## config.mk

```make
export PLATFORM = sky130hd
export DESIGN_NAME = ioUart
export DESIGN_NICKNAME = d
export VERILOG_FILES = /design/src/logic/uartPkg.sv /design/src/logic/uartFifo.sv /design/src/logic/uartTx.sv /design/src/logic/uartRx.sv /design/src/logic/uartRegs.sv /design/src/logic/ioUart.sv
export VERILOG_INCLUDE_DIRS = /design/src /design/src/include
export SDC_FILE = /design/constraint.sdc
export NUM_CORES = 1
export LEC_CHECK = 0
export ABC_AREA = 1
export CELL_PAD_IN_SITES_DETAIL_PLACEMENT = 2
export CELL_PAD_IN_SITES_GLOBAL_PLACEMENT = 2
export CORE_ASPECT_RATIO = 0.9
export CORE_MARGIN = 2
export CORE_UTILIZATION = 41
export DETAILED_ROUTE_END_ITERATION = 12
export DONT_BUFFER_PORTS = 1
export HOLD_SLACK_MARGIN = 0.1
export PLACE_DENSITY = 0.82
export SYNTH_ARGS = -nofsm -noshare
export SYNTH_HDL_FRONTEND = slang
export SYNTH_SLANG_ARGS = --single-unit
```

## constraint.sdc

```tcl
create_clock -name AClkH -period 6.2 [get_ports AClkH]
set_input_delay 0.93 -clock AClkH [delete_from_list [all_inputs] [get_ports AClkH]]
set_output_delay 0.93 -clock AClkH [all_outputs]
set_load 0.1 [all_outputs]
```

## src/include/uart_macros.svh

```systemverilog
`ifndef UART_MACROS_SVH
`define UART_MACROS_SVH

// Default base address of the four-word register window
`define UART_ADDR_BASE 16'h0040

// Register offsets inside the window
`define UART_REG_CTRL 2'd0
`define UART_REG_BAUD 2'd1
`define UART_REG_DATA 2'd2

// Entries per FIFO
`define UART_FIFO_DEPTH 4

// Control register bit positions on write
`define UART_CTRL_TXEN 7
`define UART_CTRL_RXEN 6
`define UART_CTRL_STOP2 3
`define UART_CTRL_IRQEN 1:0

`endif

```

## src/logic/uartPkg.sv

```systemverilog
package uartPkg;

  // Bus request, one strobe per cycle
  typedef struct packed {
    logic [15:0] ioAddr;
    logic [15:0] ioMosi;
    logic        wr;
    logic        rd;
  } ioReqT;

  // Live configuration shared by both codec halves
  typedef struct packed {
    logic        txEn;
    logic        rxEn;
    logic        stop2;
    // Clock cycles per bit, 4 or more
    logic [15:0] baud;
  } uartCfgT;

  // Received item as it sits in the receive FIFO
  // stopErr lands on bit 8 of a data read
  typedef struct packed {
    logic       stopErr;
    logic [7:0] data;
  } rxFrameT;

endpackage

```

## src/logic/uartFifo.sv

```systemverilog
`include "uart_macros.svh"

module uartFifo #(
  parameter type payloadT = logic [7:0]
) (
  input  logic    AClkH,
  input  logic    reset,
  input  logic    push,
  input  payloadT pushData,
  input  logic    pop,
  output payloadT popData,
  output logic    notEmpty,
  output logic    notFull
);

  localparam int Depth = `UART_FIFO_DEPTH;
  localparam int PtrW  = $clog2(Depth);

  payloadT         mem [Depth];
  logic [PtrW-1:0] wrPtr;
  logic [PtrW-1:0] rdPtr;
  logic [PtrW:0]   count;
  logic            doPush;
  logic            doPop;

  assign notEmpty = count != '0;
  assign notFull  = count != (PtrW + 1)'(Depth);
  assign doPush   = push & notFull;
  assign doPop    = pop & notEmpty;

  // Head entry visible before the pop
  assign popData = mem[rdPtr];

  always_ff @(posedge AClkH) begin
    if (doPush) mem[wrPtr] <= pushData;
  end

  always_ff @(posedge AClkH) begin
    if (reset) begin
      wrPtr <= '0;
      rdPtr <= '0;
      count <= '0;
    end else begin
      if (doPush) wrPtr <= (wrPtr == PtrW'(Depth - 1)) ? '0 : wrPtr + 1'b1;
      if (doPop) rdPtr <= (rdPtr == PtrW'(Depth - 1)) ? '0 : rdPtr + 1'b1;
      if (doPush && !doPop) count <= count + 1'b1;
      else if (doPop && !doPush) count <= count - 1'b1;
    end
  end

endmodule

```

## src/logic/uartTx.sv

```systemverilog
module uartTx (
  input  logic             AClkH,
  input  logic             reset,
  input  uartPkg::uartCfgT cfg,
  input  logic [7:0]       sendData,
  input  logic             sendReady,
  output logic             sendPop,
  output logic             busy,
  output logic             txPin
);

  // Frame bits kept inverted, so zero after reset is an idle line
  logic [8:0]  shiftInv;
  logic [15:0] baudCnt;
  // Bits left in the frame, the current one included
  logic [3:0]  bitIdx;
  logic        idle;
  logic        bitEnd;

  assign idle   = bitIdx == '0;
  assign bitEnd = ~idle & (baudCnt == '0);

  assign sendPop = idle & cfg.txEn & sendReady;
  assign busy    = ~idle | sendPop;

  // TxEn low forces a high line, the frame keeps running underneath
  assign txPin = ~(shiftInv[0] & cfg.txEn);

  always_ff @(posedge AClkH) begin
    if (reset) begin
      shiftInv <= '0;
      baudCnt  <= '0;
      bitIdx   <= '0;
    end else if (sendPop) begin
      // Low start bit in front of the data byte
      shiftInv <= {~sendData, 1'b1};
      baudCnt  <= cfg.baud - 1'b1;
      bitIdx   <= cfg.stop2 ? 4'd11 : 4'd10;
    end else if (bitEnd) begin
      // Zeros shifted in give the high stop bits
      shiftInv <= {1'b0, shiftInv[8:1]};
      bitIdx   <= bitIdx - 1'b1;
      baudCnt  <= (bitIdx == 4'd1) ? '0 : cfg.baud - 1'b1;
    end else if (!idle) begin
      baudCnt <= baudCnt - 1'b1;
    end
  end

endmodule

```

## src/logic/uartRx.sv

```systemverilog
module uartRx (
  input  logic             AClkH,
  input  logic             reset,
  input  uartPkg::uartCfgT cfg,
  input  logic             rxPin,
  output logic             recvPush,
  output uartPkg::rxFrameT recvData
);

  typedef enum logic [1:0] {
    rxIdle,
    rxStart,
    rxData
  } rxStateT;

  rxStateT     state;
  // Two synchronizer flops plus one for edge history
  logic [2:0]  rxSync;
  logic        rxBit;
  logic        rxFall;
  logic        sampleNow;
  logic [15:0] baudCnt;
  // Data bits plus the stop bit still to sample
  logic [3:0]  bitIdx;
  logic [7:0]  shiftReg;

  assign rxBit     = rxSync[1];
  assign rxFall    = rxSync[2] & ~rxSync[1];
  assign sampleNow = baudCnt == '0;

  // Push at the stop sample
  assign recvPush = cfg.rxEn & (state == rxData) & sampleNow & (bitIdx == 4'd1);
  assign recvData.data    = shiftReg;
  assign recvData.stopErr = ~rxBit;

  always_ff @(posedge AClkH) begin
    if (reset) begin
      rxSync  <= '1;
      state   <= rxIdle;
      baudCnt <= '0;
      bitIdx  <= '0;
    end else begin
      rxSync <= {rxSync[1:0], rxPin};
      if (!cfg.rxEn) begin
        state   <= rxIdle;
        baudCnt <= '0;
      end else begin
        case (state)
          rxIdle: begin
            // Half a bit time to reach the middle of the start bit
            if (rxFall) begin
              state   <= rxStart;
              baudCnt <= {1'b0, cfg.baud[15:1]} - 1'b1;
            end
          end
          rxStart: begin
            if (!sampleNow) begin
              baudCnt <= baudCnt - 1'b1;
            end else if (rxBit) begin
              // Glitch, line is high again
              state <= rxIdle;
            end else begin
              state   <= rxData;
              baudCnt <= cfg.baud - 1'b1;
              bitIdx  <= 4'd9;
            end
          end
          rxData: begin
            if (!sampleNow) begin
              baudCnt <= baudCnt - 1'b1;
            end else if (bitIdx == 4'd1) begin
              state <= rxIdle;
            end else begin
              bitIdx  <= bitIdx - 1'b1;
              baudCnt <= cfg.baud - 1'b1;
            end
          end
          default: state <= rxIdle;
        endcase
      end
    end
  end

  // LSB arrives first
  always_ff @(posedge AClkH) begin
    if (state == rxData && sampleNow && bitIdx != 4'd1) begin
      shiftReg <= {rxBit, shiftReg[7:1]};
    end
  end

endmodule

```

## src/logic/uartRegs.sv

```systemverilog
`include "uart_macros.svh"

module uartRegs #(
  parameter logic [15:0] addrBase = `UART_ADDR_BASE
) (
  input  logic              AClkH,
  input  logic              reset,
  input  uartPkg::ioReqT    ioReq,
  output logic [15:0]       ioMiso,
  output logic              ioAddrAck,
  output logic              ioAddrErr,
  output logic              irq,
  output uartPkg::uartCfgT  cfg,
  output logic              sendPush,
  input  logic              sendNotFull,
  output logic              recvPop,
  input  uartPkg::rxFrameT  recvHead,
  input  logic              recvNotEmpty,
  input  logic              sendBusy
);

  logic [15:0] relAddr;
  logic [1:0]  offset;
  logic        inWindow;
  logic        ctrlHit;
  logic        baudHit;
  logic        dataHit;
  logic [1:0]  irqEn;
  logic [1:0]  flags;
  logic [1:0]  flagsQ;
  logic [15:0] ctrlView;

  // Window of four words starting at addrBase
  assign relAddr  = ioReq.ioAddr - addrBase;
  assign offset   = relAddr[1:0];
  assign inWindow = (relAddr[15:2] == '0) & (ioReq.wr | ioReq.rd);

  assign ctrlHit = inWindow & (offset == `UART_REG_CTRL);
  assign baudHit = inWindow & (offset == `UART_REG_BAUD);
  assign dataHit = inWindow & (offset == `UART_REG_DATA);

  assign ioAddrAck = ctrlHit | baudHit | dataHit;
  // Only offset 3 is left inside the window
  assign ioAddrErr = inWindow & ~ioAddrAck;

  // FIFO strobes, a write to a full send FIFO is dropped here
  assign sendPush = ioReq.wr & dataHit & sendNotFull;
  assign recvPop  = ioReq.rd & dataHit & recvNotEmpty;

  // CanWrite and CanRead
  assign flags = {sendNotFull, recvNotEmpty};

  assign ctrlView = {8'h00, cfg.txEn, cfg.rxEn, 2'b00, sendBusy, 1'b0, flags};

  always_comb begin
    ioMiso = '0;
    if (ioReq.rd) begin
      if (ctrlHit) ioMiso = ctrlView;
      if (baudHit) ioMiso = cfg.baud;
      if (dataHit && recvNotEmpty) ioMiso = {7'h00, recvHead};
    end
  end

  always_ff @(posedge AClkH) begin
    if (reset) begin
      cfg    <= '0;
      irqEn  <= '0;
      flagsQ <= '0;
    end else begin
      if (ioReq.wr && ctrlHit) begin
        cfg.txEn  <= ioReq.ioMosi[`UART_CTRL_TXEN];
        cfg.rxEn  <= ioReq.ioMosi[`UART_CTRL_RXEN];
        cfg.stop2 <= ioReq.ioMosi[`UART_CTRL_STOP2];
        irqEn     <= ioReq.ioMosi[`UART_CTRL_IRQEN];
      end
      if (ioReq.wr && baudHit) begin
        cfg.baud <= ioReq.ioMosi;
      end
      flagsQ <= flags;
    end
  end

  // Flags lag one cycle, the enable acts at once
  assign irq = |(flagsQ & irqEn);

endmodule

```

## src/logic/ioUart.sv

```systemverilog
`include "uart_macros.svh"

module ioUart #(
  parameter logic [15:0] addrBase = `UART_ADDR_BASE
) (
  input  logic            AClkH,
  input  logic            reset,
  input  uartPkg::ioReqT  ioReq,
  output logic [15:0]     ioMiso,
  output logic            ioAddrAck,
  output logic            ioAddrErr,
  output logic            irq,
  input  logic            rxPin,
  output logic            txPin
);

  uartPkg::uartCfgT cfg;

  // Send side
  logic       sendPush;
  logic       sendPop;
  logic       sendNotEmpty;
  logic       sendNotFull;
  logic       sendBusy;
  logic [7:0] sendHead;

  // Receive side
  logic             recvPush;
  logic             recvPop;
  logic             recvNotEmpty;
  uartPkg::rxFrameT recvIn;
  uartPkg::rxFrameT recvHead;

  uartRegs #(.addrBase(addrBase)) regs (
    .AClkH(AClkH), .reset(reset),
    .ioReq(ioReq), .ioMiso(ioMiso), .ioAddrAck(ioAddrAck), .ioAddrErr(ioAddrErr),
    .irq(irq), .cfg(cfg),
    .sendPush(sendPush), .sendNotFull(sendNotFull),
    .recvPop(recvPop), .recvHead(recvHead), .recvNotEmpty(recvNotEmpty),
    .sendBusy(sendBusy)
  );

  // Written byte goes straight from the bus into the send FIFO
  uartFifo #(.payloadT(logic [7:0])) sendFifo (
    .AClkH(AClkH), .reset(reset),
    .push(sendPush), .pushData(ioReq.ioMosi[7:0]),
    .pop(sendPop), .popData(sendHead),
    .notEmpty(sendNotEmpty), .notFull(sendNotFull)
  );

  uartFifo #(.payloadT(uartPkg::rxFrameT)) recvFifo (
    .AClkH(AClkH), .reset(reset),
    .push(recvPush), .pushData(recvIn),
    .pop(recvPop), .popData(recvHead),
    .notEmpty(recvNotEmpty), .notFull()
  );

  uartTx tx (
    .AClkH(AClkH), .reset(reset), .cfg(cfg),
    .sendData(sendHead), .sendReady(sendNotEmpty), .sendPop(sendPop),
    .busy(sendBusy), .txPin(txPin)
  );

  uartRx rx (
    .AClkH(AClkH), .reset(reset), .cfg(cfg),
    .rxPin(rxPin), .recvPush(recvPush), .recvData(recvIn)
  );

endmodule

```

Word-level counts from Yosys, hierarchy flattened:

Memories as Yosys holds them, arrays and structs flattened. A register that Yosys moved wholly into a read port is not among the register bits.
Index checks and enable logic that the tools add are counted.

* bitwise logic cells: 32
* add/sub/neg operators: 15
* multiplexer cells: 46
* equal/unequal tests: 22
* reductions and logical operators: 31

Operators with widths (number)
* 16-bit two-way mux: 12
* 16-bit one-hot mux with 3 select lines: 1
* 16-bit by 1-bit subtractor with 16-bit output (second input constant): 3
* 16-bit logical NOT: 2
* 2-bit two-way mux: 13
* 4-bit two-way mux: 6
* 1-bit AND: 21
* 9-bit two-way mux: 2
* 15-bit by 1-bit subtractor with 16-bit output (second input constant): 1
* 16-bit by 7-bit subtractor with 16-bit output (second input constant): 1
* 3-bit inequality test (second input constant): 5
* 14-bit logical NOT: 1
* 2-bit == test (second input constant): 6
* 3-bit two-way mux: 4
* 1-bit logical AND: 9
* 3-bit nonzero test: 3
* 2-bit by 1-bit adder with 2-bit output (second input constant): 4
* 4-bit by 1-bit == test with 1-bit output (second input constant): 2
* 8-bit two-way mux: 1
* 8-bit NOT: 1
* 4-bit one-hot mux with 2 select lines: 1
* 4-bit AND reduction: 2
* 2-bit nonzero test: 4
* 4-bit by 1-bit subtractor with 4-bit output (second input constant): 2
* other kinds (16): 39

* logic and storage cells: 168
* memory bits (writable): 68
* bits of input ports: 37
* output and inout port bits: 20
* flip-flop bits (word level): 99
* memories: 2

Memory list
* recvFifo.mem: depth 4, bits a word 9, read ports 1, clocked after Yosys merged registers in 1, write ports 1, RTL line uartFifo.sv:19 `payloadT mem [Depth];`
* sendFifo.mem: depth 4, bits a word 8, read ports 1, clocked after Yosys merged registers in 1, write ports 1, RTL line uartFifo.sv:19

Depth between registers and ports, before layout:

Gate-level depths: netlist (run 1).

* depth after elaboration: 11
* mapped depth: 16
* mapped depth without buffers: 16

Modules after synthesis:

Synthesis (run 1) repeated with hierarchy kept, for this count alone.

* cells, all modules: 1261
* area total of the unflattened synthesis: 9481.6 um^2

By module, submodules not included
* uartTx: area an instance 2250.9 um^2, sequential area each 580.6 um^2, cells an instance 377, instances 1
* uartRx: area an instance 2229.6 um^2, sequential area each 740.7 um^2, cells an instance 332, instances 1
* uartFifo (recvFifo): area an instance 1871.8 um^2, sequential area each 1261.2 um^2, cells an instance 155, instances 1
* uartFifo (sendFifo): area an instance 1696.6 um^2, sequential area each 1141.1 um^2, cells an instance 145, instances 1
* uartRegs: area an instance 1432.6 um^2, sequential area each 460.4 um^2, cells an instance 252, instances 1

Worst setup path before layout (run 1):

OpenSTA, ideal clock, no wires.

* path type: input to output
* start point: in ioReq[1] (netlist name)
* end point: out ioMiso[0]
* stages on the path: 7
* arrival time: 4.280 ns
* setup slack: 0.990 ns
* data required time: 5.270 ns
* buffers on the path: 0
* path through: o21ai_1 nor2_1 nand2_1 nor2_1 nand2_1 nor2_1 nor4_1

* cells in the longest elaborated chain, start to end: 7
* elaborated cells between the ends (all ways): 10
* those cells by class: 4 x mux; 5 x bitwise; 1 x reduce/logical

Ends and longest elaborated chain
* from (decl): RTL line ioUart.sv:8 `input uartPkg::ioReqT ioReq,`
* 1-bit OR *: RTL line uartRegs.sv:36 `assign inWindow = (relAddr[15:2] == '0) & (ioReq.wr | ioReq.rd);`
* 1-bit AND *: RTL line uartRegs.sv:36
* 1-bit AND: RTL line uartRegs.sv:38 `` assign ctrlHit = inWindow & (offset == `UART_REG_CTRL); ``
* 8-bit two-way mux: RTL line uartRegs.sv:58 `if (ctrlHit) ioMiso = ctrlView;`
* 16-bit two-way mux: RTL line uartRegs.sv:59 `if (baudHit) ioMiso = cfg.baud;`
* 16-bit two-way mux *: RTL line uartRegs.sv:60 `if (dataHit && recvNotEmpty) ioMiso = {7'h00, recvHead};`
* 16-bit two-way mux *: RTL line uartRegs.sv:57 `if (ioReq.rd) begin`
* to (decl): RTL line ioUart.sv:9 `output logic [15:0] ioMiso,`

Every way passes the cells marked *; elsewhere a longest branch is shown, timed or not.

Worst setup path after layout (run 1):

* start point: in ioReq[31] (netlist name)
* end point: out ioMiso[2]

* cells in the longest elaborated chain, start to end: 7
* elaborated cells between the ends (all ways): 9
* those cells by class: 1 x add/sub; 3 x mux; 3 x bitwise; 2 x reduce/logical

Ends and longest elaborated chain
* 16-bit by 7-bit subtractor with 16-bit output *: RTL line uartRegs.sv:34 `assign relAddr = ioReq.ioAddr - addrBase;`
* 14-bit logical NOT *: RTL line uartRegs.sv:36
* 1-bit AND *: RTL line uartRegs.sv:36
* 1-bit AND, on equally long branches: RTL line uartRegs.sv:39, uartRegs.sv:40
* 16-bit two-way mux or 1-bit logical AND (tied branches): RTL line uartRegs.sv:59, uartRegs.sv:60
* 16-bit two-way mux *: RTL line uartRegs.sv:60
* 16-bit two-way mux *: RTL line uartRegs.sv:57

Marks and branches as above.

==> impl_metrics.ini, run 1 <==
[power]
p_leak_uw = 0.00419
irDropWorstVdd_mv = 0.140
power_switching_uw = 896
netSwitchingFraction_pct = 31.9
clkPwrFrac_pct = 41.8
power_density_nw_per_um2 = 273
p_seq_share_pct = 43.4
p_int_uw = 1910
power_frac_comb_pct = 14.8

[sta]
setup_tns_ns = 0
max_freq_ghz = 0.229
setup_violations = 0
min_period_over_period_pct = 70.4
finalHoldViolCount = 0
holdWs_ns = 0.440
drv_slew = 0
skew_ns = 0.0220
rsz0062_at_grt = no
worstMarginPinSlew_ns = 1.19
min_period_ns = 4.37
worst_slew_margin_rel_pct = 20.4

[die]
start_util_pct = 42.1
die_area_um2 = 23500
die_w_um = 162
rows = 51
boundaryPins = 57
design.core.area_um2 = 21800
die_h_um = 146

[grt]
grt_pass1_wl_mm = 52.9
overflow = 0
grt_pass1_vias = 9134
grt_max_degree = 46
grt_antenna_before_repair = 0
grt_usage_pct = 29.3

[cts]
cts_tree = yes
path_clk_slew_ns = 0.07
clk_path_buf_depth = 2
cts_htree_levels = 4
numClockSinks = 171
clk_root_buffer_cell = clkbuf_16
cts_buffers = 17
cts_setup_buffers = 0
post_cts_resized = 0
clk_latency_ns = 0.47
holdBufCountCts = 0

[synth]
synthAdderAreaFrac_pct = 4.13
synth_area_leaders = edfxtp_1 (25%), dfxtp_1 (21%), nand2_1 (8.7%), nor2_1 (7.4%), o21ai_0 (5.1%)
seq_area_frac_synth_pct = 45.7
yosys.area_share.simple_pct = 26.3
synthMuxAreaShare_pct = 0.109
ys_ff_latch = 171
synth-xor-area-share_pct = 2.20
yosysWarnings = 0
ys.flop_type = dfxtp_1
syn_inst = 1168
synth_edf_count = 76
syn_area_um2 = 9160
synthArstFlopShare_pct = 0
synth_top_area_share_pct = 24.9
synth_compound_area_share_pct = 13.9
syn_avg_cell_area_um2 = 7.84
yosysTopAreaCell = edfxtp_1
synth_cell_types = 54
syn_nets = 1234
synth_top_family_by_area = simple AND/OR/NAND/NOR gates

[outcome]
status = finished clean

[worst_setup_path]
reg2reg_depth = 8
ff2ff_setup_slack_ns = 3.31
reg2reg_to = recvFifo.mem[1][6]
critPathMaxStageDelay_ns = 1.21
cp.arrival_ns = 3.44
crit_path_frequent_cell = nor2_1
worst_setup_path_start_kind = input port
reg2reg_from = rx.baudCnt[0]
end_kind = output pin
cp_slowest_cell = o31ai_4
crit_start = ioReq[31]
crit_path_end = ioMiso[2]
worstSetupPathType = input port to output pin
crit_chain = nor2_1, o21ai_1, nor2_1, nand2_1, inv_2, nand3_2, o31ai_4
required_ns = 5.27
crit_fanout = 32

[routing]
firstDrtPassIters = 7
finalWirelength_mm = 33.7
route.detailed.drc = 0
drt_iter0_drc = 389
ant_nets = 0
post_drt_wl_per_cell_um = 23.0
vias = 8201
vias_per_cell = 5.61

[place]
port_buffers = 0
placed_area_um2 = 9670
placed_cells = 1431
globalplace.congestion = 0.823
dp_hpwl_mm = 23.2

[hold_path]
min_path_cells = 1
hold_class = register to register

[layout]
final_area_um2 = 10300
layout-drive-gt1-share_pct = 8.87
syn_to_final_growth_pct = 12.5
nets = 1225
nFillCells = 2407
antenna_cells = 0
fin_cells = 1463

[flow_run]
drv_cap = 0
-- cell usage after synthesis, drive strengths merged (2+ instances only) --
cell,n
o211ai,2
xnor2,5
dfxtp,95
clkinv,3
o21ai,110
o22ai,3
clkbuf,19
nand3,86
a21oi,83
nor3,31
edfxtp,76
nor2,196
nand2,217
o31ai,4
nand4,8
a31oi,4
or2,4
xor2,18
buf,21
ha,27
o21a,7
inv,122
nand3b,4
a211oi,2
a22oi,8
fa,2
-- worst max-delay path: cells and delay by family --
family | cells | cell delay, ns
buf+inv | 1 | 0.13
compound gates | 2 | 1.29
simple gates | 4 | 1.07
-- state kept, by name, indices dropped and copies added, names as in the netlist, 3 cells and up, named ones only --
name,flops
recvFifo.mem,36
sendFifo.mem,32
regs.cfg,19
rx.baudCnt,16
tx.baudCnt,16
tx.shiftInv,9
rx.shiftReg,8
rx.bitIdx,4
tx.bitIdx,4
recvFifo.count,3
rx.rxSync,3
sendFifo.count,3
-- through the flow --
stage	power (uW)	worst slack (ns)	utilization [%]
finish	2810	1.83	47.4
global route	2910	1.64	47.4
CTS	2820	1.81	47.4
detailed placement	1650	1.82	44.4
global placement	1630	1.89	44.4
floorplan	1560	0.990	-
-- metal layers --
layer	global-route usage, %	vias to the layer above	share of wire, %
li1	-	3862	-
met1	35.9	4126	43
met2	52.3	157	51
met3	4.70	56	3.6
met4	9.91	0	2.6
met5	0	-	0
-- cell usage in the layout (no fill, tap or decap), drive strengths merged, types with 2 or more instances in the layout --
cell type | netlist | layout
xnor2 | 5 | 5
nand4 | 8 | 8
o21ai | 110 | 110
a211oi | 2 | 2
or2 | 4 | 4
o21a | 7 | 7
nand3b | 4 | 4
o22ai | 3 | 3
dfxtp | 95 | 95
fa | 2 | 2
xor2 | 18 | 18
nor3 | 31 | 31
nand2 | 217 | 217
edfxtp | 76 | 76
clkbuf | 19 | 19
a31oi | 4 | 4
a22oi | 8 | 8
buf | 21 | 10
a21oi | 83 | 83
o211ai | 2 | 2
o31ai | 4 | 4
nand3 | 86 | 86
ha | 27 | 27
inv | 122 | 131
nor2 | 196 | 196
clkinv | 3 | 8
-- kinds of logic (layout without fill, tap and decap cells) --
logic type / count (synthesis) / in the layout
flip-flops: 171 / 171
AND/OR/NAND/NOR: 549 / 549
multiplexers: 1 / 1
adder cells (fa/ha/maj): 29 / 29
XOR/XNOR: 23 / 23
AO/OA/AOI/OAI: 230 / 230
buffers and inverters: 165 / 169
-- how the worst min path moves through the flow --
stage / startpoint / to / slack [ns]
finish: rx.rxSync[0] / rx.rxSync[1] / 0.44
global route: rx.rxSync[0] / rx.rxSync[1] / 0.45
CTS: rx.rxSync[0] / rx.rxSync[1] / 0.45
detailed placement: rx.rxSync[0] / rx.rxSync[1] / 0.43
global placement: rx.rxSync[0] / rx.rxSync[1] / 0.40
floorplan: rx.rxSync[0] / rx.rxSync[1] / 0.39
-- area by class of cell --
| type | count | area [um2] | area share (%) |
|---|---|---|---|
| clock buffer | 17 | 425 | 4.13 |
| clock inverter | 15 | 208 | 2.02 |
| inverter | 125 | 477 | 4.63 |
| multi-input combinational | 832 | 4380 | 42.5 |
| sequential | 171 | 4180 | 40.6 |
| tap | 291 | 364 | 3.53 |
| timing repair buffer | 12 | 265 | 2.57 |
-- power by group through the flow --
stage	registers, uW	logic (uW)	clock network, uW
2_1_floorplan	1240	322	0
3_3_place_gp	1240	385	0
3_5_place_dp	1250	404	0
4_1_cts	1220	417	1180
5_1_grt	1220	467	1220
6_report	1220	415	1170
Power figures use the tool's default switching activity.
==> inputs of run 2 (changes only) <==
--- a/config.mk
+++ b/config.mk
@@ -6,16 +6,16 @@
 export SDC_FILE = /design/constraint.sdc
 export NUM_CORES = 1
 export LEC_CHECK = 0
-export ABC_AREA = 1
+export ABC_AREA = 0
 export CELL_PAD_IN_SITES_DETAIL_PLACEMENT = 2
 export CELL_PAD_IN_SITES_GLOBAL_PLACEMENT = 2
 export CORE_ASPECT_RATIO = 0.9
 export CORE_MARGIN = 2
-export CORE_UTILIZATION = 41
+export CORE_UTILIZATION = 42
 export DETAILED_ROUTE_END_ITERATION = 12
 export DONT_BUFFER_PORTS = 1
 export HOLD_SLACK_MARGIN = 0.1
-export PLACE_DENSITY = 0.82
+export PLACE_DENSITY = 0.77
 export SYNTH_ARGS = -nofsm -noshare
 export SYNTH_HDL_FRONTEND = slang
 export SYNTH_SLANG_ARGS = --single-unit
==> constraint.sdc (replaced) <==
create_clock -name AClkH -period 4.6 [get_ports AClkH]
set_input_delay 0.69 -clock AClkH [delete_from_list [all_inputs] [get_ports AClkH]]
set_output_delay 0.69 -clock AClkH [all_outputs]
set_load 0.1 [all_outputs]
==> impl_metrics.ini, run 2 <==
[outcome]
status = finished clean

[sta]
holdWs_ns = 0.316
setup_tns_ns = 0
drv_slew = 0
rsz0062_at_grt = no
setup_violations = 0
max_freq_ghz = 0.253
min_period_over_period_pct = 86.1
min_period_ns = 3.96
skew_ns = 0.0159
worstMarginPinSlew_ns = 1.08
worst_slack_ns = 0.640
finalHoldViolCount = 0
worst_slew_margin_rel_pct = 27.8

[cts]
cts_tree = yes
clk_latency_ns = 0.45
clk_root_buffer_cell = clkbuf_16
post_cts_resized = 0
numClockSinks = 171
cts_buffers = 17
holdBufCountCts = 0
path_clk_slew_ns = 0.08
cts_htree_levels = 4
clk_path_buf_depth = 2
cts_setup_buffers = 0

[power]
clkPwrFrac_pct = 34.9
p_int_uw = 2720
irDropWorstVdd_mv = 0.259
p_leak_uw = 0.00344
p_seq_share_pct = 39.6
power_density_nw_per_um2 = 442
power_switching_uw = 1530
netSwitchingFraction_pct = 36.0
power_frac_comb_pct = 25.5

[layout]
nFillCells = 2063
nets = 912
post-route-util_pct = 47.8
final_area_um2 = 9610
antenna_cells = 0
top_register = recvFifo.mem
syn_to_final_growth_pct = 11.1
layout_commonest_cell = dfxtp_1
mostFrequentLayoutCells = dfxtp_1 (95), nand2_1 (94), edfxtp_1 (76)
layout-drive-gt1-share_pct = 12.2
largest_reg_flops = 36
reg_top3 = recvFifo.mem: 36 flops, sendFifo.mem: 32 flops, regs.cfg: 19 flops

[worst_setup_path]
crit_fanout = 20
cp_slowest_cell = or4_4
worst_setup_path_start_kind = register
crit_chain = or4_1, buf_4, or4_4, a2111oi_4, ha_1, inv_1, fa_1, xor2_1, or3_1, a21oi_1
cp.arrival_ns = 4.34
required_ns = 4.98
end_kind = register
worstSetupPathType = register to register
critPathMaxStageDelay_ns = 0.67

[grt]
overflow = 0
grt_usage_pct = 27.9
grt_antenna_before_repair = 0
grt_pass1_vias = 7599
grt_pass1_wl_mm = 46.1
grt_max_degree = 70

[routing]
vias = 7014
drt_iter0_drc = 507
finalWirelength_mm = 29.3
vias_per_cell = 6.30
firstDrtPassIters = 5
post_drt_wl_per_cell_um = 26.3
ant_nets = 0
route.detailed.drc = 0

[synth]
synth_edf_count = 76
syn_area_um2 = 8650
netlist_top_cells_count = dfxtp_1 (95), nand2_1 (94), edfxtp_1 (76)
syn_avg_cell_area_um2 = 10.1
synth_top_area_share_pct = 26.4
ys_ff_latch = 171
synth.most_common_cell = dfxtp_1
synthArstFlopShare_pct = 0
syn_inst = 855
synth_area_leaders = edfxtp_1 (26%), dfxtp_1 (22%), mux4_2 (4.4%), nand2_1 (4.1%), ha_1 (3.9%)
syn_nets = 921
yosysWarnings = 0
synth_cell_types = 70
ys.flop_type = dfxtp_1
yosysTopAreaCell = edfxtp_1
seq_area_frac_synth_pct = 48.4

[die]
design.core.area_um2 = 20100
die_area_um2 = 21800
start_util_pct = 43.0
rows = 49
die_h_um = 140
boundaryPins = 57
die_w_um = 155

[hold_path]
hold_class = input port to register

[place]
globalplace.congestion = 0.858
dp_slack_ns = 0.793
port_buffers = 0
dp_hpwl_mm = 20.2
placed_area_um2 = 9020

[flow_run]
drv_cap = 0
-- run 2: final timing paths --
check,start,end,slack (ns),depth (start not counted)
setup reg to reg,rx.baudCnt[2],recvFifo.count[2],0.64,10
setup / recovery,rx.baudCnt[2],recvFifo.count[2],0.64,10
hold / removal,reset,tx.baudCnt[13],0.32,1
hold reg to reg,rx.rxSync[0],rx.rxSync[1],0.43,1
-- run 2: layout make-up --
type	count	area [um2]	share of cell area [%]
Clock buffer	18	429	4.46
Inverter	36	135	1.41
Tap cell	255	319	3.32
Clock inverter	14	161	1.68
Multi-Input combinational cell	594	4170	43.4
Timing Repair Buffer	26	215	2.24
Sequential cell	171	4180	43.5
-- run 2: metal layers --
layer	share of wire [%]	wire length (um)	global-route usage, %
met2	48	13900	45.4
met3	4.2	1240	4.61
met1	46	13500	38.5
met5	0	0	0
met4	2.2	647	8.64
-- run 2: cells by family (layout without fill, tap and decap cells) --
group / after synthesis / after routing / share of synthesized area (%)
AO/OA/AOI/OAI: 186 / 186 / 14.8
XOR/XNOR: 33 / 33 / 3.34
adder cells (fa/ha/maj): 29 / 29 / 4.37
buffers and inverters: 90 / 94 / 4.01
flip-flops: 171 / 171 / 48.4
multiplexers: 35 / 35 / 6.52
AND/OR/NAND/NOR: 311 / 311 / 18.6
-- run 2: through the flow --
| stage | cells | power [uW] |
|---|---|---|
| after floorplan | 855 | 2420 |
| after detailed placement | 1082 | 2770 |
| after global routing | 1114 | 4430 |
| after CTS | 1114 | 4250 |
| final | 1114 | 4240 |
| after global placement | 1082 | 2710 |
-- run 2: power groups by stage --
stage	sequential [uW]	combinational [uW]	clock [uW]
floorplan	1690	728	0
global placement	1710	1010	0
detailed placement	1720	1050	0
CTS	1680	1070	1500
global route	1690	1190	1560
finish	1680	1080	1480
-- run 2: worst max-delay path, delay by kind of cell (launching register included) --
family,cells,cell delay [ns]
simple gates,3,1.55
compound gates,2,0.74
fa+ha+maj,2,0.74
flops,1,0.37
buf+inv,2,0.28
xor+xnor,1,0.21
